===== src/hdl/pdp8Pkg.sv =====
// shared word, state and console types plus timing and opcode constants for the pdp-8 core
package pdp8Pkg;

    localparam int WORD_BITS       = 12;
    localparam int MEM_WORDS       = 4096;               // full 12-bit address space
    localparam int TS_CYCLES       = 4;                  // clocks held in each of ts1..ts4
    localparam int CYCLE_CLOCKS    = 1 + 4 * TS_CYCLES;  // idle clock plus four time states
    localparam int AUTO_INDEX_PAGE = 1;                  // ma[11:3] value of 0010..0017

    typedef logic [WORD_BITS-1:0] word_t;

    // group 2 opr word with the hlt bit set and the group 3 bit clear
    localparam word_t HLT_MASK = 12'o7403;
    localparam word_t HLT_CODE = 12'o7402;

    // ir contents, straight from mb[11:9]
    typedef enum logic [2:0] {
        OP_AND = 3'd0,
        OP_TAD = 3'd1,
        OP_ISZ = 3'd2,
        OP_DCA = 3'd3,
        OP_JMS = 3'd4,
        OP_JMP = 3'd5,
        OP_IOT = 3'd6,  // executes as a no-op here
        OP_OPR = 3'd7
    } opcode_t;

    // what the current memory cycle is for
    typedef enum logic [2:0] {
        MS_HALT  = 3'd0,
        MS_FETCH = 3'd1,
        MS_DEFER = 3'd2,
        MS_EXEC  = 3'd3,
        MS_DEPOS = 3'd4,
        MS_EXAM  = 3'd5
    } majorState_t;

    typedef enum logic [2:0] {
        TS_IDLE = 3'd0,
        TS_1    = 3'd1,   // read core into mb
        TS_2    = 3'd2,   // modify mb
        TS_3    = 3'd3,   // write mb back
        TS_4    = 3'd4    // update ac, link, pc, ma
    } timeState_t;

    typedef enum logic [2:0] {
        CMD_NONE      = 3'd0,
        CMD_LOAD_ADDR = 3'd1,
        CMD_EXAMINE   = 3'd2,
        CMD_DEPOSIT   = 3'd3,
        CMD_CONTINUE  = 3'd4,
        CMD_START     = 3'd5
    } consoleCmd_t;

endpackage


===== src/hdl/pdp8Operate.sv =====
// operate instruction datapath, group 1 ac/link results and group 2 skip and ac from mb
module pdp8Operate
    import pdp8Pkg::*;
(
    input  word_t i_instr,       // opr word sitting in mb
    input  word_t i_ac,
    input  logic  i_link,
    input  word_t i_switchReg,
    output word_t o_group1Ac,
    output logic  o_group1Link,
    output word_t o_group2Ac,
    output logic  o_group2Skip
);

    word_t clrAc;     // after cla
    logic  clrLink;   // after cll
    word_t rawAc;     // after cma and iac
    logic  rawLink;   // after cml and iac carry
    logic  anySkip;   // or of selected group 2 tests

    ////////////////////////////////////////
    // group 1
    always_comb begin
        clrAc   = i_instr[7] ? '0 : i_ac;
        clrLink = i_instr[6] ? 1'b0 : i_link;
        // iac carry out toggles the link
        {rawLink, rawAc} = {clrLink ^ i_instr[4], clrAc ^ {WORD_BITS{i_instr[5]}}}
                         + 13'(i_instr[0]);
        case (i_instr[3:1])
            3'b001: {o_group1Link, o_group1Ac} = {rawLink, rawAc[5:0], rawAc[11:6]};  // bsw
            3'b010: {o_group1Link, o_group1Ac} = {rawAc, rawLink};                    // ral
            3'b011: {o_group1Link, o_group1Ac} = {rawAc[10:0], rawLink, rawAc[11]};   // rtl
            3'b100: {o_group1Link, o_group1Ac} = {rawAc[0], rawLink, rawAc[11:1]};    // rar
            3'b101: {o_group1Link, o_group1Ac} = {rawAc[1:0], rawLink, rawAc[11:2]};  // rtr
            default: begin
                o_group1Link = rawLink;  // no rotate
                o_group1Ac   = rawAc;
            end
        endcase
    end

    ////////////////////////////////////////
    // group 2
    assign anySkip = (i_instr[6] & i_ac[WORD_BITS-1]) |  // sma
                     (i_instr[5] & (i_ac == '0)) |       // sza
                     (i_instr[4] & i_link);              // snl

    assign o_group2Skip = anySkip ^ i_instr[3];  // reverse sense gives spa, sna, szl

    // cla first, then osr ors in the switches
    assign o_group2Ac = (i_instr[7] ? '0 : i_ac) | (i_instr[2] ? i_switchReg : '0);

endmodule


===== config.mk =====
export PLATFORM = sky130hd
export DESIGN_NAME = pdp8Operate
export DESIGN_NICKNAME = d
export VERILOG_FILES = /design/src/hdl/pdp8Pkg.sv /design/src/hdl/pdp8Operate.sv
export SDC_FILE = /design/constraint.sdc
export NUM_CORES = 1
export LEC_CHECK = 0
export ABC_AREA = 0
export CORE_MARGIN = 10
export CORE_UTILIZATION = 41
export DETAILED_ROUTE_END_ITERATION = 6
export DONT_BUFFER_PORTS = 1
export PLACE_DENSITY = 0.51
export SLEW_MARGIN = 10
export SYNTH_ARGS = -nofsm -noshare
export SYNTH_HDL_FRONTEND = slang
export SYNTH_SLANG_ARGS = --single-unit

===== constraint.sdc =====
create_clock -name vclk -period 7.7
set_input_delay 2.31 -clock vclk [all_inputs]
set_output_delay 2.31 -clock vclk [all_outputs]
set_load 0.05 [all_outputs]

======== After elaboration in Yosys (flattened, before gate mapping) ========
Cells that the tools add are included.
cells by class
  bitwise logic cells ..................... 9
  add/subtract/negate cells ............... 1
  reduce and logical (&&, ||, !) cells .... 1
  equality and inequality tests ........... 5
  mux-type cells .......................... 5
operator list
  cell                  number
  $pmux W12 S5          1
  $mux W12              2
  $add A13 B1 Y13       1
  $logic_not A12 Y1     1
  $or A12 B12 Y12       1
  $xor A12 B12 Y12      1
  $eq A3 B2 Y1 const B  2
  $eq A3 B3 Y1 const B  2
  $pmux W1 S4           1
  $and A1 B1 Y1         3
  $eq A3 B1 Y1 const B  1
  $or A1 B1 Y1          2
  $xor A1 B1 Y1         2
  $mux W1               1
storage, ports and cells
  register bits ........................... 0
  word-level logic and storage cells ...... 21
  input bits .............................. 37

======== Logic depth before layout (Yosys ltp) ========
  depth after elaboration ................. 5
  gate-level depth with buffers ........... 12
  mapped depth without buffers ............ 11

======== Least setup slack after synthesis ========
OpenSTA, ideal clock, no wires.
  kind .................................... input port to output port
  start ................................... input port i_instr[5]
  end ..................................... output port o_group1Ac[7]
  arrival time ............................ 5.508 ns
  buffers on the path ..................... 3
  path slack .............................. -0.118 ns
  cell stages on the path ................. 12
  cell sequence ........................... clkbuf_1 buf_2 buf_2 xnor2_1 ha_1 ha_1 and2_1 a22oi_1 a21oi_1 xnor2_1 a22oi_1 a31oi_1
between the ends
  cells in the longest elaborated chain, start to end .. 3
RTL lines
  item              line               RTL
  from (decl)       pdp8Operate.sv:5   input word_t i_instr,
  $xor A12 B12 Y12  pdp8Operate.sv:27  {rawLink, rawAc} = {clrLink ^ i_instr[4], clrAc ^ {WORD_BITS{i_instr[5]}}}
  $add A13 B1 Y13   pdp8Operate.sv:28  + 13'(i_instr[0]);
  $pmux W12 S5      pdp8Operate.sv:29  case (i_instr[3:1])
  to (decl)         pdp8Operate.sv:9   output word_t o_group1Ac,
Every way passes these cells.

======== Worst setup path in the final report ========
  start ................................... input port i_instr[7]
  end ..................................... output port o_group1Ac[10]
between the ends
  cells in the longest elaborated chain, start to end .. 4
RTL lines
  item              line               RTL
  $mux W12          pdp8Operate.sv:24  clrAc = i_instr[7] ? '0 : i_ac;
  $xor A12 B12 Y12  pdp8Operate.sv:27
  $add A13 B1 Y13   pdp8Operate.sv:28
  $pmux W12 S5      pdp8Operate.sv:29
Every way passes these cells.

==> flow_summary.ini <==
[floorplan]
die_w_um = 78.7
rows = 21
ios = 63
fp.dieH_um = 78.7
coreArea_sq_um = 3340
die_area_sq_um = 6190
start_util = 0.423

[routing]
wl_um = 5530
first_pass_iters = 4
routedWlPerCell_um = 19.3
vias_per_cell = 6.56
final_antenna_net_count = 0
drt_iter0_drc = 254
drc = 0
vias = 1882

[grt]
antenna_found_initial = 0
overflow = 0
grt_pass1_wl_um = 8770
grt.total_usage = 0.160
grt_max_degree = 33
first_global_vias = 1721

[critical_path]
crit_path_start_kind = primary input
path_buf_inv = 2
crit_family = compound AO/OA/AOI/OAI gates
critical_path_class = primary input to primary output
crit_path_top_delay_cell = xnor2_1
critPathCaptureType = primary output
worstPathRequired_ps = 5390
crit_fanout = 15
worstPathCellList = inv_1 > nand2_1 > xnor2_1 > ha_1 > ha_1 > and2_1 > a22oi_1 > a21oi_1 > xnor2_1 > a221oi_1 > a41oi_2 > buf_4
slowest_delay_ps = 520
critPathArrivalTime_ps = 4930

[cells_and_area]
fillers = 382
register_area_sq_um = 0
final_common_cell = nand2_1
layout.nets = 282
seq_cells = 0
multi_input_comb_area_sq_um = 1360
layout_common_cells = 41 x nand2_1, 20 x nor2_1, 19 x o21ai_0
drive_above_1_share = 0.108
n_clock_buffer = 0
diodes = 0
stdcell_area_sq_um = 1560
area_delta_synth_final_pct = 10.7

[power]
powerDensity_nw_per_um2 = 109
p_int_mw = 0.0521
p_sw_mw = 0.119
p_seq_frac = 0
p_leak_nw = 0.546
ir_worst_vdd_mv = 0.0412
combPwrFrac = 1.000
sw_frac_of_total = 0.696
p_clk_frac = 0

[sta]
hold_viol = 0
max_freq_mhz = 138
finalSetupViolations = 0
min_period_ps = 7240
fin_crit_sh = 0.940
drv_slew = 0
slew_headroom = 0.508
rsz0062_at_grt = no
finalSetupTns_ps = 0
worstMarginPinSlew_ps = 732

[yosys]
synth_area_per_cell_sq_um = 5.84
yosysSeqAreaShare = 0
syn_inst = 242
synth_fp_nets = 281
synth_cell_types = 48
netlist_area_sq_um = 1410
synth_warnings = 0

[run_status]
status = complete, no violations

[cts]
cts_resized = 0
cts_setup_buffers = 0
hold_buffers = 0

[place]
dp_hpwl_um = 4270
gp_congestion = 0.911
place_area_sq_um = 1560
io_buffers = 0

[flow_run]
maxCapViolCount = 0

[worst_hold_path]
hold_class = primary input to primary output
## synthesized netlist by cell type, types with 5 or more instances
library cell  count  area (sq um)
a211oi_1          5          37.5
a21oi_1          12          60.1
a221oi_1          7          61.3
a22oi_1           8          60.1
a31oi_1          11          68.8
a32oi_1           5          43.8
clkbuf_1         13          48.8
inv_1             6          22.5
nand2_1          41           154
nand3_1          11          55.1
nor2_1           20          75.1
nor3_1            8          40.0
o21ai_0          19          95.1
xnor2_1          12           105
## area by class of cell
cell class / instances / area share
Timing Repair Buffer: 17 / 0.0816
Multi-Input combinational cell: 218 / 0.867
Inverter: 6 / 0.0144
Tap cell: 46 / 0.0368
## power groups by stage
stage	Sequential (mW)	Clock [mW]	Combinational, mW
final	0	0	0.171
after global routing	0	0	0.181
after CTS	0	0	0.171
after detailed placement	0	0	0.171
after global placement	0	0	0.170
after floorplan	0	0	0.141
## final timing paths
| check | start | end | cells past startpoint |
|---|---|---|---|
| worst max-delay path | i_instr[7] | o_group1Ac[10] | 12 |
| worst min-delay path | i_instr[3] | o_group2Skip | 2 |
## logic make-up (layout without fill, tap and decap cells)
logic type,after synthesis,in the layout,synth area share
XOR/XNOR,16,16,0.0992
AO/OA/AOI/OAI,90,90,0.430
multiplexers,1,1,0.00709
AND/OR/NAND/NOR,109,109,0.375
adder cells (fa/ha/maj),2,2,0.0177
buffers and inverters,24,23,0.0717
## routing by layer
metal	track usage	vias up	routed length, um
met4	0.0125	0	27
met2	0.293	76	2770
li1	-	924	-
met3	0.0293	4	479
met5	0	-	0
met1	0.196	878	2250
## through the flow
step	power, mW	util	hold slack (ps)	setup WS [ps]	std cells
finish	0.171	0.469	4870	462	287
global placement	0.170	0.469	4860	532	287
global route	0.181	0.469	4870	242	287
CTS	0.171	0.469	4870	509	287
detailed placement	0.171	0.469	4870	513	287
floorplan	0.141	-	4940	12.9	242
(Power assumes the default switching activity.)
