$ cat config.mk
export PLATFORM = sky130hd
export DESIGN_NAME = pdp8TimeStates
export DESIGN_NICKNAME = d
export VERILOG_FILES = /design/src/hdl/pdp8Pkg.sv /design/src/hdl/pdp8TimeStates.sv
export SDC_FILE = /design/constraint.sdc
export NUM_CORES = 1
export LEC_CHECK = 0
export BUFFER_PORTS_ARGS = -buffer_cell sky130_fd_sc_hd__buf_4
export CAP_MARGIN = 15
export CORE_AREA = 2 2 39 41
export CTS_BUF_LIST = sky130_fd_sc_hd__clkbuf_16
export CTS_CLUSTER_DIAMETER = 30
export DETAILED_ROUTE_END_ITERATION = 16
export DIE_AREA = 0 0 41 43
export PLACE_DENSITY = 0.35
export SYNTH_ARGS = -nofsm -noshare
export SYNTH_HDL_FRONTEND = slang
export SYNTH_SLANG_ARGS = --single-unit
$ cat constraint.sdc
create_clock -name CLOCK -period 1.8 [get_ports CLOCK]
set_input_delay 0.36 -clock CLOCK [delete_from_list [all_inputs] [get_ports CLOCK]]
set_output_delay 0.36 -clock CLOCK [all_outputs]
set_load 0.1 [all_outputs]
$ cat src/hdl/pdp8Pkg.sv
// shared word, state and console types plus timing and opcode constants for the pdp-8 core
package pdp8Pkg;

    localparam int WORD_BITS       = 12;
    localparam int MEM_WORDS       = 4096;               // full 12-bit address space
    localparam int TS_CYCLES       = 4;                  // clocks held in each of ts1..ts4
    localparam int CYCLE_CLOCKS    = 1 + 4 * TS_CYCLES;  // idle clock plus four time states
    localparam int AUTO_INDEX_PAGE = 1;                  // ma[11:3] value of 0010..0017

    typedef logic [WORD_BITS-1:0] word_t;

    // group 2 opr word with the hlt bit set and the group 3 bit clear
    localparam word_t HLT_MASK = 12'o7403;
    localparam word_t HLT_CODE = 12'o7402;

    // ir contents, straight from mb[11:9]
    typedef enum logic [2:0] {
        OP_AND = 3'd0,
        OP_TAD = 3'd1,
        OP_ISZ = 3'd2,
        OP_DCA = 3'd3,
        OP_JMS = 3'd4,
        OP_JMP = 3'd5,
        OP_IOT = 3'd6,  // executes as a no-op here
        OP_OPR = 3'd7
    } opcode_t;

    // what the current memory cycle is for
    typedef enum logic [2:0] {
        MS_HALT  = 3'd0,
        MS_FETCH = 3'd1,
        MS_DEFER = 3'd2,
        MS_EXEC  = 3'd3,
        MS_DEPOS = 3'd4,
        MS_EXAM  = 3'd5
    } majorState_t;

    typedef enum logic [2:0] {
        TS_IDLE = 3'd0,
        TS_1    = 3'd1,   // read core into mb
        TS_2    = 3'd2,   // modify mb
        TS_3    = 3'd3,   // write mb back
        TS_4    = 3'd4    // update ac, link, pc, ma
    } timeState_t;

    typedef enum logic [2:0] {
        CMD_NONE      = 3'd0,
        CMD_LOAD_ADDR = 3'd1,
        CMD_EXAMINE   = 3'd2,
        CMD_DEPOSIT   = 3'd3,
        CMD_CONTINUE  = 3'd4,
        CMD_START     = 3'd5
    } consoleCmd_t;

endpackage

$ cat src/hdl/pdp8TimeStates.sv
// memory cycle sequencer, one pulse on i_begin walks ts1 through ts4 and back to idle
module pdp8TimeStates
    import pdp8Pkg::*;
(
    input  logic       CLOCK,
    input  logic       RESET,
    input  logic       i_begin,
    output timeState_t o_timeState,
    output logic       o_stateEnd
);

    localparam int CNT_BITS = $clog2(TS_CYCLES);

    logic [CNT_BITS-1:0] cycleCount;  // clocks spent so far in this time state

    // last clock of a busy time state
    assign o_stateEnd = (o_timeState != TS_IDLE) &&
                        (cycleCount == CNT_BITS'(TS_CYCLES - 1));

    always_ff @(posedge CLOCK) begin
        if (RESET) begin
            o_timeState <= TS_IDLE;
            cycleCount  <= '0;
        end else if (o_timeState == TS_IDLE) begin
            cycleCount <= '0;
            if (i_begin) begin
                o_timeState <= TS_1;
            end
        end else if (o_stateEnd) begin
            cycleCount <= '0;
            case (o_timeState)
                TS_1:    o_timeState <= TS_2;
                TS_2:    o_timeState <= TS_3;
                TS_3:    o_timeState <= TS_4;
                default: o_timeState <= TS_IDLE;  // ts4 done, cycle over
            endcase
        end else begin
            cycleCount <= cycleCount + 1'b1;
        end
    end

    // only one memory cycle in flight
    assert property (@(posedge CLOCK) disable iff (RESET)
        i_begin |-> (o_timeState == TS_IDLE));

endmodule

Word level (Yosys, flattened, before mapping)
Cells that the tools add are included.
Widths: inputs -> output; s select.
- add/subtract/negate cells: 1
- multiply operators: 0
- div/mod/pow operators: 0
- order comparisons: 0
- eq/ne operators: 5
- shifts and indexed selects: 0
- mux-type cells: 4
- bitwise gates (word level): 0
- reduce and logical (&&, ||, !) cells: 6
- operators with widths (kind ; count):
    $mux 3 ; 3
    $pmux 3 s3 ; 1
    $eq 3x2->1 const B ; 2
    $eq 3x1->1 const B ; 1
    $logic_not 3->1 ; 1
    $reduce_bool 3->1 ; 1
    $reduce_or 3->1 ; 1
    $add 2x1->2 const B ; 1
    $eq 2x2->1 const B ; 1
    $ne 2x2->1 const B ; 1
    $reduce_and 2->1 ; 1
    $reduce_bool 2->1 ; 1
    $logic_and 1x1->1 ; 1
- register bits after elaboration: 5
- bits in latches: 0
- RAM bits: 0
- bits in read-only memories: 0
- output and inout bits: 4
- word-level logic and storage cells: 18
- memories: 0

Logic depth before layout (Yosys ltp)
- depth after elaboration: 4
- depth in mapped cells: 3

Worst setup path before layout
No wires, ideal clock.
- path kind: register to output
- start: reg o_timeState[0]
- end: out o_stateEnd
- arrival time: 2583 ps
- required time: 1440 ps
- slack: -1143 ps
- cell stages (with the launch flop): 3
- buffers on the path: 0
- path through: dfxtp_1 nor3_1 nor2b_1
- cells in the longest elaborated chain, start to end: 2
- ends and longest elaborated chain (item ; line ; source):
    from (decl) ; pdp8TimeStates.sv:8 ; output timeState_t o_timeState,
    from (signal assigned) ; pdp8TimeStates.sv:22 ; o_timeState <= TS_IDLE;
    from (signal assigned) ; pdp8TimeStates.sv:27 ; o_timeState <= TS_1;
    from (signal assigned) ; pdp8TimeStates.sv:32 ; TS_1: o_timeState <= TS_2;
    $reduce_bool 3->1 ; pdp8TimeStates.sv:17 ; assign o_stateEnd = (o_timeState != TS_IDLE) &&
    $logic_and 1x1->1 ; pdp8TimeStates.sv:17 ;
    to (decl) ; pdp8TimeStates.sv:9 ; output logic o_stateEnd
Every way passes these cells.

Final worst setup path
Ends and elaborated chain as after synthesis.

==> reports/results.tsv <==
metric	value	unit
largest net degree at the start of global routing	9	
Sw Ratio	20.9	%
mean post-synth cell area	11.0	µm²
simple logic cell fraction of the synthesized area	35.2	%
CTS Root Cell	clkbuf_16	
Place WS	0.490	ns
commonest non-fill, non-tap cell in the layout	buf_4	
crit path launch type	flip-flop	
warnings from Yosys	0	
die width	41	µm
Net count, final	37	
number of vias per cell	4.23	
syn_nets	24	
mapped cell area	220	µm²
Final ANT Viol Nets	0	
worst endpoint data arrival time	1.19	ns
main combinational cell family by area after synthesis	simple AND/OR/NAND/NOR gates	
final core utilization	28.2	%
Synth Area in Compound Gates	9.09	%
Antenna Cells	0	
global-route usage over all layers	7.02	%
Setup Viol. Count Final	0	
final hold viol count	0	
First-pass DRT Iterations	4	
GR Util met1	8.33	%
period utilization	86.0	%
Gate Count Post-Synth	20	
Post-Synth XOR/XNOR Area	0	%
Seq cells post-synth	5	
Num CTS Buffers	3	
CTS H-tree depth	1	
hold endpoint	o_timeState[1]	
worst path required time	1.44	ns
Distinct cells, synth	15	
met3 usage	6.28	%
clk sinks	5	
Vias	203	
placer's final routability congestion estimate	0.702	
fmax	0.646	GHz
crit-path max FO	7	
antenna violations before repair	0	
CTS tree	yes	
Internal Pwr Total	426	µW
VDD IR max	0.000351	V
Post-Synth Adder-Cell Area	5.68	%
FILL cells	144	
status	finished, final reports clean	
Resized cells post-CTS	0	
Logic pwr share	10.8	%
vias in the first global route	186	
post-synth top area share	45.5	%
crit end category	output pin	
IO Port Bufs	6	
worst reg-to-reg path cell count	4	
layout cells sized above 1	46.9	%
minimum clock period	1.55	ns
Clock power frac	65.7	%
RSZ-0062 raised after global routing	no	
sequential power share	23.4	%
fin area	390	µm²
DR DRC count	0	
gr ovfl total	0	
Routed WL	461	µm
Layout area overhead	77.3	%
Final WS setup	0.251	ns
CTS clk-pin slew, worst paths	0.03	ns
Hold WC Path Type	input pin to flip-flop	
Worst Max-Slew Pin Slew	0.253	ns
final setup skew	0.00172	ns
reg2reg setup slack	0.59	ns
DR WL/cell	9.60	µm
main area contributors after synthesis	dfxtp_1, or3b_1, ha_1	
Worst slew margin	82.9	%
post-synthesis mux area share	4.55	%
Max-Cap Viols	0	
GR peak layer	met1	
die height	43	µm
die area	0.00176	mm²
Synth area leader	dfxtp_1	
crit path kind	flip-flop to output pin	
I/O pin cnt	7	
reg-to-reg endpoint	o_timeState[0]	
total power draw	539	µW
Site Rows	14	
# hold bufs at CTS	0	
Setup Fix Bufs, Post-CTS	0	
max-slew violations	0	
commonest non-fill, non-tap cells in the layout	buf_4, clkbuf_16, dfxtp_2	
DRT iter0 DRCs	3	
Min-Delay Path Depth	2	
first-pass GRT wire length	759	µm
initial core utilization	15.9	%
Worst R2R Start	cycleCount[0]	
Lkg Pwr	0.000155	µW
clock buffer depth	2	
Switching Power	113	µW
core area	0.00138	mm²
register area share after synthesis	45.5	%
clk_lat worst skew	0.22	ns
Post-DP Area	312	µm²
met2 Track Usage GR	8.13	%
Worst Hold Launch	RESET	
setup TNS	0	ns
power per cell area	1380	mW/mm²
[per-layer routing]
layer	up-vias	part of all wire, %
li1	104	-
met1	94	49
met2	5	42
met3	0	8.5
met4	0	0
met5	-	0
[metrics by stage]
step,cells,hold WS (ns)
CTS,48,0.337
global placement,44,0.415
global route,48,0.348
floorplan,20,0.404
detailed placement,44,0.421
finish,48,0.336
[critical path: stages, from the launching register on]
cell	delay (ns)
dfxtp_2	0.33
nor3_1	0.21
buf_4	0.17
nor2b_4	0.04
buf_4	0.22
[cell usage after synthesis]
master,instances
nand2b_1,1
or2b_1,1
a31oi_1,1
a21oi_1,1
mux2i_1,1
dfxtp_1,5
nor4_1,1
or3b_1,2
nand4bb_1,1
ha_1,1
nor4b_1,1
nand4b_1,1
o41ai_1,1
nor2b_1,1
nor3_1,1
[sequential cells by signal (all words and copies together) (netlist names)]
signal	cells
cycleCount	2
o_timeState	3
[power by group through the flow]
stage,combinational [µW],sequential (µW),clock (µW)
floorplan,14.0,152,0
global placement,57.6,127,0
detailed placement,58.6,127,0
CTS,58.9,126,357
global route,62.3,127,367
finish,58.3,126,354
[cell type report]
cell class	count	area, µm²	share of cell area (%)
clock buffers	3	75.1	19.2
repair buffers	8	60.1	15.4
well taps	16	20.0	5.13
clock inverters	1	3.75	0.962
flip-flops and latches	5	104	26.6
multi-input cells	15	128	32.7
[worst max path at each step]
stage                     cells past startpoint         end  slack, ns            from
final                                         4  o_stateEnd       0.25  o_timeState[0]
after global routing                          4  o_stateEnd       0.19  o_timeState[0]
after CTS                                     4  o_stateEnd       0.24  o_timeState[0]
after detailed placement                      4  o_stateEnd       0.49  o_timeState[1]
after global placement                        4  o_stateEnd       0.47  o_timeState[0]
after floorplan                               2  o_stateEnd       0.02  o_timeState[0]
[cell families (layout without fill, tap and decap cells)]
family	Yosys count	in the layout
AO/OA/AOI/OAI	3	3
AND/OR/NAND/NOR	10	10
multiplexers	1	1
flip-flops	5	5
adder cells (fa/ha/maj)	1	1
buffers and inverters	0	12
No activity file was read; power rests on OpenSTA's default activity.
