### src/hdl/pdp8Pkg.sv
// shared word, state and console types plus timing and opcode constants for the pdp-8 core
package pdp8Pkg;

    localparam int WORD_BITS       = 12;
    localparam int MEM_WORDS       = 4096;               // full 12-bit address space
    localparam int TS_CYCLES       = 4;                  // clocks held in each of ts1..ts4
    localparam int CYCLE_CLOCKS    = 1 + 4 * TS_CYCLES;  // idle clock plus four time states
    localparam int AUTO_INDEX_PAGE = 1;                  // ma[11:3] value of 0010..0017

    typedef logic [WORD_BITS-1:0] word_t;

    // group 2 opr word with the hlt bit set and the group 3 bit clear
    localparam word_t HLT_MASK = 12'o7403;
    localparam word_t HLT_CODE = 12'o7402;

    // ir contents, straight from mb[11:9]
    typedef enum logic [2:0] {
        OP_AND = 3'd0,
        OP_TAD = 3'd1,
        OP_ISZ = 3'd2,
        OP_DCA = 3'd3,
        OP_JMS = 3'd4,
        OP_JMP = 3'd5,
        OP_IOT = 3'd6,  // executes as a no-op here
        OP_OPR = 3'd7
    } opcode_t;

    // what the current memory cycle is for
    typedef enum logic [2:0] {
        MS_HALT  = 3'd0,
        MS_FETCH = 3'd1,
        MS_DEFER = 3'd2,
        MS_EXEC  = 3'd3,
        MS_DEPOS = 3'd4,
        MS_EXAM  = 3'd5
    } majorState_t;

    typedef enum logic [2:0] {
        TS_IDLE = 3'd0,
        TS_1    = 3'd1,   // read core into mb
        TS_2    = 3'd2,   // modify mb
        TS_3    = 3'd3,   // write mb back
        TS_4    = 3'd4    // update ac, link, pc, ma
    } timeState_t;

    typedef enum logic [2:0] {
        CMD_NONE      = 3'd0,
        CMD_LOAD_ADDR = 3'd1,
        CMD_EXAMINE   = 3'd2,
        CMD_DEPOSIT   = 3'd3,
        CMD_CONTINUE  = 3'd4,
        CMD_START     = 3'd5
    } consoleCmd_t;

endpackage

### src/hdl/pdp8ConsoleSwitches.sv
// front-panel momentary switch sampler, turns each switch release into a one-clock command
module pdp8ConsoleSwitches
    import pdp8Pkg::*;
(
    input  logic        CLOCK,
    input  logic        RESET,
    input  logic        i_loadAddr,
    input  logic        i_examine,
    input  logic        i_deposit,
    input  logic        i_continue,
    input  logic        i_start,
    output consoleCmd_t o_cmd
);

    logic [4:0] levelNow;   // ldad, exam, dep, cont, start
    logic [4:0] levelLast;  // same order, one clock older
    logic [4:0] released;   // was up last clock, down now

    assign levelNow = {i_loadAddr, i_examine, i_deposit, i_continue, i_start};
    assign released = levelLast & ~levelNow;

    always_ff @(posedge CLOCK) begin
        if (RESET) begin
            levelLast <= '0;
            o_cmd     <= CMD_NONE;
        end else begin
            levelLast <= levelNow;
            // fixed priority when released together
            if (released[4])      o_cmd <= CMD_LOAD_ADDR;
            else if (released[3]) o_cmd <= CMD_EXAMINE;
            else if (released[2]) o_cmd <= CMD_DEPOSIT;
            else if (released[1]) o_cmd <= CMD_CONTINUE;
            else if (released[0]) o_cmd <= CMD_START;
            else                  o_cmd <= CMD_NONE;
        end
    end

    // a command is a single-clock pulse, the processor never sees it twice
    assert property (@(posedge CLOCK) disable iff (RESET)
        (o_cmd != CMD_NONE) |=> (o_cmd == CMD_NONE));

endmodule

### config.mk
export PLATFORM = sky130hd
export DESIGN_NAME = pdp8ConsoleSwitches
export DESIGN_NICKNAME = d
export VERILOG_FILES = /design/src/hdl/pdp8Pkg.sv /design/src/hdl/pdp8ConsoleSwitches.sv
export SDC_FILE = /design/constraint.sdc
export NUM_CORES = 1
export LEC_CHECK = 0
export ABC_AREA = 1
export BUFFER_PORTS_ARGS = -buffer_cell sky130_fd_sc_hd__buf_2
export CELL_PAD_IN_SITES_DETAIL_PLACEMENT = 0
export CELL_PAD_IN_SITES_GLOBAL_PLACEMENT = 2
export CORE_AREA = 2 2 39 41
export CTS_CLUSTER_SIZE = 20
export DETAILED_ROUTE_END_ITERATION = 10
export DIE_AREA = 0 0 41 43
export GPL_TIMING_DRIVEN = 1
export PLACE_DENSITY = 0.6
export SYNTH_ARGS = -nofsm -noshare
export SYNTH_HDL_FRONTEND = slang
export SYNTH_SLANG_ARGS = --single-unit
export TNS_END_PERCENT = 100
### constraint.sdc
create_clock -name CLOCK -period 2.25 [get_ports CLOCK]
set_clock_uncertainty 0.1 [all_clocks]
set_input_delay 0.45 -clock CLOCK [delete_from_list [all_inputs] [get_ports CLOCK]]
set_output_delay 0.45 -clock CLOCK [all_outputs]
set_load 0.01 [all_outputs]
Yosys cells after proc, flatten, opt, wreduce, memory -nomap -nowiden
Index checks and enable logic that the tools add are counted.
{"block": "op_classes", "n_mux": 5, "n_bitwise": 2, "reduce_logical": 2}
{"operator": "two-way mux 3 bit", "n": 2}
{"operator": "AND 5 bit", "n": 1}
{"operator": "inverter 5 bit", "n": 1}
{"operator": "two-way mux 2 bit", "n": 2}
{"operator": "OR reduction 4 bit", "n": 1}
{"operator": "OR reduction 2 bit", "n": 1}
{"operator": "two-way mux 1 bit", "n": 1}
{"block": "word_totals", "ff_bits": 8, "in_bits": 7, "out_inout_bits": 3, "word_cells": 13}

Depth between registers and ports, before layout
Gate-level depths: netlist of run 1.
{"block": "logic_depth", "ltp_word": 7, "ltp_mapped": 6, "ltp_nobuf": 6}

Worst setup path after synthesis of run 1
Ideal clock, no wire load.
{"block": "synth_timing", "path_kind": "in2reg", "startpoint": "input port i_continue", "endpoint": "register o_cmd[0]", "setup_ns": 0.115, "arrival_time_ns": 0.747, "path_slack_ns": 1.288, "cell_stages": 6, "path_buffers": 0, "cell_sequence": "inv_1 nand2_1 nand2_1 nand2_1 nand2_1 a21oi_2"}
{"block": "synth_between", "elab_chain_cells": 6}
{"element": "from (decl)", "line_no": "pdp8ConsoleSwitches.sv:10", "text": "input logic i_continue,"}
{"element": "inverter 5 bit", "line_no": "pdp8ConsoleSwitches.sv:20", "text": "assign released = levelLast & ~levelNow;"}
{"element": "AND 5 bit", "line_no": "pdp8ConsoleSwitches.sv:20"}
{"element": "two-way mux 3 bit", "line_no": "pdp8ConsoleSwitches.sv:32", "text": "else if (released[1]) o_cmd <= CMD_CONTINUE;"}
{"element": "two-way mux 2 bit", "line_no": "pdp8ConsoleSwitches.sv:31", "text": "else if (released[2]) o_cmd <= CMD_DEPOSIT;"}
{"element": "two-way mux 2 bit", "line_no": "pdp8ConsoleSwitches.sv:30", "text": "else if (released[3]) o_cmd <= CMD_EXAMINE;"}
{"element": "two-way mux 1 bit", "line_no": "pdp8ConsoleSwitches.sv:29", "text": "if (released[4]) o_cmd <= CMD_LOAD_ADDR;"}
{"element": "to (signal assigned)", "line_no": "pdp8ConsoleSwitches.sv:29"}
{"element": "to (signal assigned)", "line_no": "pdp8ConsoleSwitches.sv:30"}
{"element": "to (signal assigned)", "line_no": "pdp8ConsoleSwitches.sv:31"}
{"element": "to (decl)", "line_no": "pdp8ConsoleSwitches.sv:12", "text": "output consoleCmd_t o_cmd"}
No other way between the ends.
A chain may end at the register's enable or synchronous reset.

Worst setup path after layout of run 1
{"block": "layout_timing", "startpoint": "register o_cmd[0]", "endpoint": "output port o_cmd[0]"}
{"element": "from (signal assigned)", "line_no": "pdp8ConsoleSwitches.sv:25", "text": "o_cmd <= CMD_NONE;"}
{"element": "from (signal assigned)", "line_no": "pdp8ConsoleSwitches.sv:29"}
{"element": "from (signal assigned)", "line_no": "pdp8ConsoleSwitches.sv:30"}
No word-level cell between the ends.

==> summary.md, run 1 <==
| Metric | Value |
|---|---|
| Reg-to-reg startpoint | `levelLast[0]$_SDFF_PP0_` |
| Synth Area per Inst | `7.95 µm²` |
| Critical Path, Cell by Cell | `buf_2` |
| Total CTS buffers | `3` |
| Drt wl/cell | `around 7.8 µm` |
| Max Fanout on Critical Path | `1` |
| Pwr per Cell Area | `796 nW/µm²` |
| Flop pwr share | `a little over half` |
| Number of hold violations in the final report | `0` |
| Max Slew Vio Count | `0` |
| I/O Pins | `10` |
| RSZ-0062 raised after global routing | `false` |
| Max IR drop VDD | `between 0.2 and 0.3 mV` |
| Final critical path time including I/O delays and setup | `1.22 ns` |
| Commonest non-fill, non-tap cells in the layout | `9 x buf_2, 8 x inv_1, 8 x nand2_1, 8 x dfxtp_1, 5 x nor2_1` |
| Via density per instance | `between 3 and 4` |
| Net Sw Power | `64.1 µW` |
| Detailed Route Iter0 Violations | `0` |
| Nets | `55` |
| Clock sinks | `8` |
| Die Ht | `about 43 µm` |
| Slew HR | `90.4%` |
| Fraction of layout cells with a size suffix above 1 | `between 30% and 40%` |
| First-pass GRT wire length | `828 µm` |
| Syn Std Cell Area | `270 µm²` |
| Sw Share | `22.5%` |
| Max stage delay on crit path | `0.30 ns` |
| Worst setup path startpoint | `o_cmd[0]$_SDFF_PP0_` |
| Initial cell density of the core | `19.5%` |
| Hold path start | `i_loadAddr` |
| Pre-antenna DRT Iters | `1` |
| Hold/Removal Path Class | `input pin to register` |
| FP Rows | `14` |
| Grt ovf | `0` |
| Synth Register Bits | `8` |
| P_int | `221 µW` |
| CP top delay family | `flip-flops` |
| Crit end category | `primary output` |
| Initial antenna violation count | `0` |
| WP buf/inv | `1` |
| Comb pwr share | `roughly 8.6%` |
| Die area | `approximately 1800 µm²` |
| LEAKAGE | `0.191 nW` |
| Antenna cells | `0` |
| Clk buf depth | `2` |
| Commonest non-fill, non-tap cell in the layout | `buf_2` |
| Clock Latency Late Sink | `between 0.2 and 0.3 ns` |
| Antenna Nets Post-Route | `0` |
| Dpl hpwl | `361 µm` |
| Distinct cells, synth | `8` |
| Largest net degree at the start of global routing | `8` |
| DRC | `0` |
| Worst slew pin tran | `approximately 0.14 ns` |
| TritonCTS clock tree | `yes` |
| Cell count after synthesis | `34` |
| CP max-delay cell | `dfxtp_1` |
| Gp weighted congestion | `0.693` |
| Yosys warning count | `0` |
| PostCTS Resize Cnt | `0` |
| Fillers | `~170` |
| H-Tree Level Count | `1` |
| Area contributors post-synth | `dfxtp_1 59%, inv_1 11%, nand2_1 11%` |
| Worst EP required | `1.70 ns` |
| GRT Total Usage | `8.16%` |
| Area leader, netlist | `dfxtp_1` |
| Clock Pin Slew Worst Setup and Hold Paths | `0.06 ns` |
| WS Path Type | `register to primary output` |
| CTS hold repair buffers | `0` |
| Total power | `285 µW` |
| Outcome | `finished clean` |
| Sequential share of the synthesized area | `~60%` |
| IO buf count | `9` |
| Max Fclk | `817 MHz` |
| Area grow syn2layout | `32.4%` |
| Clk network pwr share | `38.5%` |
| Crit share post-route | `54.4%` |
| WL final | `just under 500 µm` |
| Die span in x | `roughly 41 µm` |
| Crit start category | `register` |
| Via Count | `237` |
| Critical path arrival | `0.67 ns` |
| Final setup viols | `0` |
| Setup bufs post-CTS | `0` |
| Vias in the first global route | `211` |
| Setup TNS | `0 ns` |
| Clock root cell | `clkbuf_4` |
| Number of max-cap violations | `0` |
| Core area | `1380 µm²` |
| Mapped Nets | `41` |
| Area share of the largest cell type after synthesis | `59.3%` |
## final cells by class
cell class              count  area [µm²]  share of cell area, %
clock buffers               3        22.5                   6.29
inverters                   8        30.0                   8.39
repair buffers              9        45.0                   12.6
well taps                  16        20.0                   5.59
flip-flops and latches      8         160                   44.8
multi-input cells          18        80.1                   22.4
## cells in the mapped netlist, drive strengths merged
cell type  number
inv             8
nand4           1
nand2           8
dfxtp           8
nor2            6
a21oi           3
## flip-flops by register name, indices dropped and copies added, names as in the netlist
| signal | count |
|---|---|
| o_cmd | 3 |
| levelLast | 5 |
## kinds of logic (layout without fill, tap and decap cells)
kind of cell	count (synthesis)	after routing	share of synthesized area (%)
AOI/OAI and AO/OA	3	3	6.95
DFF	8	8	59.3
buffers and inverters	8	20	11.1
and+or+nand+nor	15	15	22.7
## stage by stage
step,utilization (%),instance area (µm²),worst slack (ns),hold slack [ns],instances
2_1_floorplan,-,270,1.29,0.347,34
3_3_place_gp,24.2,335,1.13,0.373,59
3_5_place_dp,24.2,335,1.13,0.374,59
4_1_cts,25.9,358,1.01,0.305,62
5_1_grt,25.9,358,0.985,0.304,62
6_report,25.9,358,1.03,0.313,62
## tightest hold or removal path: cells and delay by family
kind          cells  cell delay [ns]
simple gates      1             0.07
buf+inv           2             0.11
## power by group through the flow
| stage | clock network [mW] | logic (mW) | registers, mW |
|---|---|---|---|
| after floorplan | 0 | 0.0120 | 0.155 |
| after global placement | 0 | 0.0248 | 0.154 |
| after detailed placement | 0 | 0.0249 | 0.154 |
| after CTS | 0.118 | 0.0250 | 0.151 |
| after global routing | 0.127 | 0.0282 | 0.151 |
| final | 0.110 | 0.0244 | 0.151 |
## metal layers
layer  vias to the layer above  wire, µm  global-route usage [%]
met5                         -         0                       0
met4                         0        25                    12.0
met3                         4        53                    5.24
met2                         9       200                    9.06
met1                        97       202                    7.79
li1                        127         -                       -
## worst paths after layout
check	depth (start not counted)	endpoint	slack, ns
max	1	o_cmd[0]	1.03
min	3	levelLast[4]$_SDFF_PP0_	0.31
max reg2reg	6	o_cmd[0]$_SDFF_PP0_	1.39
min reg2reg	2	o_cmd[2]$_SDFF_PP0_	0.37
Power figures use the tool's default switching activity.
==> run 2, diff against run 1 <==
Clock period 2.25 ns to 1.3 ns, I/O delays scaled along.
==> summary.md, run 2 (synthesis gave the netlist of run 1 again) <==
| Metric | Value |
|---|---|
| Outcome | `finished clean` |
| Antenna Nets Post-Route | `0 (unchanged)` |
| Top reg by flops | `levelLast` |
| Crit share post-route | `79.7%` |
| CTS hold repair buffers | `0 (unchanged)` |
| Critical path arrival | `0.68 ns (about the same)` |
| CP max-delay cell | `dfxtp_1` |
| Final hold slack | `0.115 ns (-0.197 ns)` |
| Multi-input gate area | `80.1 µm² (unchanged)` |
| Comb pwr share | `8.6% (about the same)` |
| RSZ-0062 raised after global routing | `false` |
| Setup bufs post-CTS | `0 (unchanged)` |
| Pre-antenna DRT Iters | `2 (+1)` |
| Final critical path time including I/O delays and setup | `a little over 1 ns` |
| Fraction of layout cells with a size suffix above 1 | `30.4% (unchanged)` |
| IO buf count | `9 (unchanged)` |
| Total CTS buffers | `3 (unchanged)` |
| Max stage delay on crit path | `0.31 ns (about the same)` |
| Final worst slack | `0.264 ns (-0.762 ns)` |
| Number of max-cap violations | `0 (unchanged)` |
| Crit end category | `primary output` |
| Initial antenna violation count | `0 (unchanged)` |
| Max IR drop VDD | `0.340 mV (+27%)` |
| WS Path Type | `register to primary output` |
| CP top delay family | `flip-flops` |
| I/O Pins | `10 (unchanged)` |
| Area grow syn2layout | `32.4% (unchanged)` |
| Dpl hpwl | `366 µm (+1.4%)` |
| Core area | `1380 µm² (unchanged)` |
| WL met1 | `234 µm (+16%)` |
| WL met3 | `37 µm (-30%)` |
| Initial cell density of the core | `19.5% (unchanged)` |
| Via density per instance | `3.65 (-4.6%)` |
| FP Rows | `14 (unchanged)` |
| GRT Total Usage | `7.58% (-0.58 points)` |
| Clk network pwr share | `39.0% (+0.5 points)` |
| Fin area | `358 µm² (unchanged)` |
| Fillers | `151 (-9.0%)` |
| Via Count | `226 (-4.6%)` |
| Worst slack, placed | `0.366 ns (-0.766 ns)` |
| Sw Share | `23.1% (+0.67 points)` |
| Hold/Removal Path Class | `input pin to register` |
| Commonest non-fill, non-tap cells in the layout | `9 x buf_2, 8 x inv_1, 8 x nand2_1, 8 x dfxtp_1, 5 x nor2_1` |
| Placed cells | `59 (unchanged)` |
| LEAKAGE | `0.191 nW (unchanged)` |
| Final setup viols | `0 (unchanged)` |
| Clock root cell | `clkbuf_4` |
| Flop pwr share | `52.4% (-0.5 points)` |
| Grt ovf | `0 (unchanged)` |
| Clock Pin Slew Worst Setup and Hold Paths | `0.06 ns (about the same)` |
| Die span in x | `41 µm (unchanged)` |
| H-Tree Level Count | `1 (unchanged)` |
| Worst EP required | `0.94 ns (-0.76 ns)` |
| Antenna cells | `0 (unchanged)` |
| WP buf/inv | `1 (unchanged)` |
| Max FFs per register | `5 (unchanged)` |
| DRC | `0 (unchanged)` |
| PostCTS Resize Cnt | `0 (unchanged)` |
| Drt wl/cell | `8.34 µm (+7.5%)` |
| Post-DP Area | `335 µm² (unchanged)` |
| P_int | `383 µW (+73%)` |
| Clock sinks | `8 (unchanged)` |
| Worst slew pin tran | `0.143 ns (-0.00178 ns)` |
| Gp weighted congestion | `0.695 (+0.25%)` |
| Max Fclk | `around 970 MHz` |
| Nets | `55 (unchanged)` |
| Critical Path, Cell by Cell | `buf_2` |
| End-of-flow core utilization | `25.9% (unchanged)` |
| Number of hold violations in the final report | `0 (unchanged)` |
| Clock Latency Late Sink | `0.26 ns (about the same)` |
| First-pass GRT wire length | `800 µm (-3.4%)` |
| Max Slew Vio Count | `0 (unchanged)` |
| TritonCTS clock tree | `yes` |
| Die Ht | `43 µm (unchanged)` |
| Die area | `1760 µm² (unchanged)` |
| DR top layer | `met3` |
| Net Sw Power | `115 µW (+80%)` |
| WL final | `517 µm (+7.5%)` |
| Slew HR | `90.5% (+0.12 points)` |
| Commonest non-fill, non-tap cell in the layout | `buf_2` |
| Final non-filler cell total | `62 (unchanged)` |
| Routed wl met2 | `245 µm (+23%)` |
| Vias in the first global route | `200 (-5.2%)` |
| Max Fanout on Critical Path | `1 (unchanged)` |
| Register area | `160 µm² (unchanged)` |
| Setup TNS | `0 ns (unchanged)` |
| Total power | `498 µW (+75%)` |
| Crit start category | `register` |
| Pwr per Cell Area | `1390 nW/µm² (+75%)` |
| Largest net degree at the start of global routing | `8 (unchanged)` |
| Largest regs | `levelLast: 5 flops, o_cmd: 3 flops` |
| Clk buf depth | `2 (unchanged)` |
| Detailed Route Iter0 Violations | `5 (+5)` |
run 2: cell counts in the layout (fill, tap and decap cells not counted):
Identical to the previous run, type by type.
run 2: path summary, 6_finish.rpt:
| check | start | depth (start not counted) | endpoint | slack, ns |
|---|---|---|---|---|
| max | o_cmd[2]$_SDFF_PP0_ | 1 | o_cmd[2] | 0.26 |
| min | i_loadAddr | 3 | levelLast[4]$_SDFF_PP0_ | 0.12 |
| min reg2reg | levelLast[1]$_SDFF_PP0_ | 2 | o_cmd[2]$_SDFF_PP0_ | 0.38 |
| max reg2reg | levelLast[0]$_SDFF_PP0_ | 6 | o_cmd[0]$_SDFF_PP0_ | 0.43 |
run 2: worst register-to-register path: stages, from the launching register on:
cell and delay (ns):
dfxtp_1 0.31, inv_1 0.04, nor2_2 0.09, nand2_1 0.06
nand2_1 0.05, nand2_1 0.06, a21oi_2 0.10
run 2: routing by layer:
metal,up-vias,GRT usage (%)
met5,-,0
met4,0,10.0
met3,0,3.14
met2,9,9.38
met1,93,7.87
li1,124,-
run 2: area by class of cell:
class                           count  share of cell area (%)
Timing Repair Buffer                9                    12.6
Tap cell                           16                    5.59
Clock buffer                        3                    6.29
Inverter                            8                    8.39
Sequential cell                     8                    44.8
Multi-Input combinational cell     18                    22.4
run 2: power by group through the flow:
stage,Sequential [mW],Clock (mW),Combinational (mW)
2_1_floorplan,0.269,0,0.0208
3_3_place_gp,0.266,0,0.0425
3_5_place_dp,0.266,0,0.0434
4_1_cts,0.261,0.205,0.0439
5_1_grt,0.262,0.219,0.0492
6_report,0.261,0.194,0.0427
==> run 3, diff against run 2 <==
Clock period 1.3 ns to 1 ns, I/O delays scaled along.
==> summary.md, run 3 (synthesis gave the netlist of run 1 again) <==
| Metric | Value |
|---|---|
| Crit end category | `primary output` |
| Clk buf depth | `2 (unchanged)` |
| Core area | `1380 µm² (unchanged)` |
| Max FFs per register | `5 (unchanged)` |
| Crit start category | `register` |
| Max Fclk | `approximately 1000 MHz` |
| Drt wl/cell | `7.87 µm (-5.6%)` |
| WL final | `488 µm (-5.6%)` |
| Max IR drop VDD | `0.453 mV (+33%)` |
| Nets | `55 (unchanged)` |
| Clock root cell | `clkbuf_4` |
| WP buf/inv | `1 (unchanged)` |
| Dpl hpwl | `358 µm (-2.3%)` |
| Number of hold violations in the final report | `0 (unchanged)` |
| PostCTS Resize Cnt | `0 (unchanged)` |
| LEAKAGE | `0.193 nW (+0.67%)` |
| Initial cell density of the core | `19.5% (unchanged)` |
| Number of max-cap violations | `0 (unchanged)` |
| Worst EP required | `0.70 ns (-0.24 ns)` |
| H-Tree Level Count | `1 (unchanged)` |
| Outcome | `finished clean` |
| WP depth | `1 (unchanged)` |
| Max Fanout on Critical Path | `1 (unchanged)` |
| CTS hold repair buffers | `0 (unchanged)` |
| Grt ovf | `0 (unchanged)` |
| Largest net degree at the start of global routing | `8 (unchanged)` |
| Via Count | `230 (+1.8%)` |
| Antenna cells | `0 (unchanged)` |
| Largest regs | `levelLast: 5 flops, o_cmd: 3 flops` |
| Hold/Removal Path Class | `input pin to register` |
| Clock Latency Late Sink | `0.25 ns (about the same)` |
| Setup TNS | `0 ns (unchanged)` |
| Reg-to-reg startpoint | `levelLast[0]$_SDFF_PP0_` |
| TritonCTS clock tree | `yes` |
| Via density per instance | `3.71 (+1.8%)` |
| Slew HR | `90.8% (+0.32 points)` |
| Clock Pin Slew Worst Setup and Hold Paths | `0.06 ns (about the same)` |
| First-pass GRT wire length | `834 µm (+4.3%)` |
| Clock sinks | `8 (unchanged)` |
| FP Rows | `14 (unchanged)` |
| Top reg by flops | `levelLast` |
| IO buf count | `9 (unchanged)` |
| Worst reg2reg path depth | `6 (unchanged)` |
| I/O Pins | `10 (unchanged)` |
| CP top delay family | `flip-flops` |
| Gp weighted congestion | `0.731 (+5.3%)` |
| Critical Path Sink | `o_cmd[2]` |
| Total CTS buffers | `3 (unchanged)` |
| Worst slew pin tran | `0.138 ns (-0.00483 ns)` |
| Final setup viols | `0 (unchanged)` |
| Max Slew Vio Count | `0 (unchanged)` |
| RSZ-0062 raised after global routing | `false` |
| Die area | `1760 µm² (unchanged)` |
| Antenna Nets Post-Route | `0 (unchanged)` |
| Critical path arrival | `0.67 ns (about the same)` |
| Fraction of layout cells with a size suffix above 1 | `32.6% (+2.2 points)` |
| Commonest non-fill, non-tap cells in the layout | `8 x inv_1, 8 x nand2_1, 8 x buf_2, 7 x dfxtp_1, 5 x nor2_1` |
| WS Path Type | `register to primary output` |
| Pre-antenna DRT Iters | `2 (unchanged)` |
| DRC | `0 (unchanged)` |
| Initial antenna violation count | `0 (unchanged)` |
| Pwr per Cell Area | `1750 nW/µm² (+26%)` |
| Final critical path time including I/O delays and setup | `0.968 ns` |
| Die span in x | `41 µm (unchanged)` |
| Worst setup path startpoint | `o_cmd[2]$_SDFF_PP0_` |
| Reg-to-reg critical path endpoint | `o_cmd[0]$_SDFF_PP0_` |
| Worst R2R Setup Slack | `0.13 ns (-0.30 ns)` |
| CP max-delay cell | `dfxtp_1` |
| Critical Path, Cell by Cell | `buf_2` |
| Die Ht | `43 µm (unchanged)` |
| Area grow syn2layout | `35.2%` |
| Max stage delay on crit path | `0.29 ns (-0.02 ns)` |
| Crit share post-route | `96.8%` |
| Detailed Route Iter0 Violations | `1 (-4)` |
| Setup bufs post-CTS | `0 (unchanged)` |
| End-of-flow core utilization | `26.4% (+0.54 points)` |
| GRT Total Usage | `7.75% (+0.18 points)` |
| Vias in the first global route | `223 (+12%)` |
==> run 3: where the power goes <==
part | switching (mW) | internal [mW] | leakage, nW | total [mW]
Combinational | 0.0312 | 0.0260 | 0.112 | 0.0572
Clock | 0.104 | 0.137 | 0.0138 | 0.241
Sequential | 0.00392 | 0.336 | 0.0667 | 0.340
==> run 3: worst min-delay path by stage <==
| stage | start | endpoint | cells after the start |
|---|---|---|---|
| 6_report | i_loadAddr | levelLast[4]$_SDFF_PP0_ | 3 |
| 5_1_grt | i_deposit | levelLast[2]$_SDFF_PP0_ | 3 |
| 4_1_cts | i_loadAddr | levelLast[4]$_SDFF_PP0_ | 3 |
| 3_5_place_dp | i_loadAddr | levelLast[4]$_SDFF_PP0_ | 3 |
| 3_3_place_gp | i_continue | levelLast[1]$_SDFF_PP0_ | 3 |
| 2_1_floorplan | RESET | o_cmd[0]$_SDFF_PP0_ | 1 |
==> run 3: metal layers <==
| metal | GRT usage, % | up-vias | wire (µm) |
|---|---|---|---|
| li1 | - | 123 | - |
| met1 | 8.77 | 100 | 202 |
| met2 | 9.06 | 7 | 245 |
| met3 | 3.14 | 0 | 41 |
| met4 | 10.0 | 0 | 0 |
| met5 | 0 | - | 0 |
==> run 3: layout make-up <==
cell class,instances,area (µm²)
clock buffer,3,22.5
fill,162,1020
multi-input combinational,18,80.1
timing repair buffer,9,51.3
sequential,8,161
inverter,8,30.0
tap,16,20.0
==> run 3: stage by stage <==
step | cells | power [mW] | cell area, µm² | hold slack, ns | worst slack (ns)
6_report | 62 | 0.638 | 365 | 0.0623 | 0.0317
5_1_grt | 62 | 0.681 | 365 | 0.0760 | 0.00336
4_1_cts | 62 | 0.653 | 358 | 0.0576 | 0.0170
3_5_place_dp | 59 | 0.402 | 335 | 0.326 | 0.132
3_3_place_gp | 59 | 0.401 | 335 | 0.317 | 0.129
2_1_floorplan | 34 | 0.376 | 270 | 0.162 | 0.197
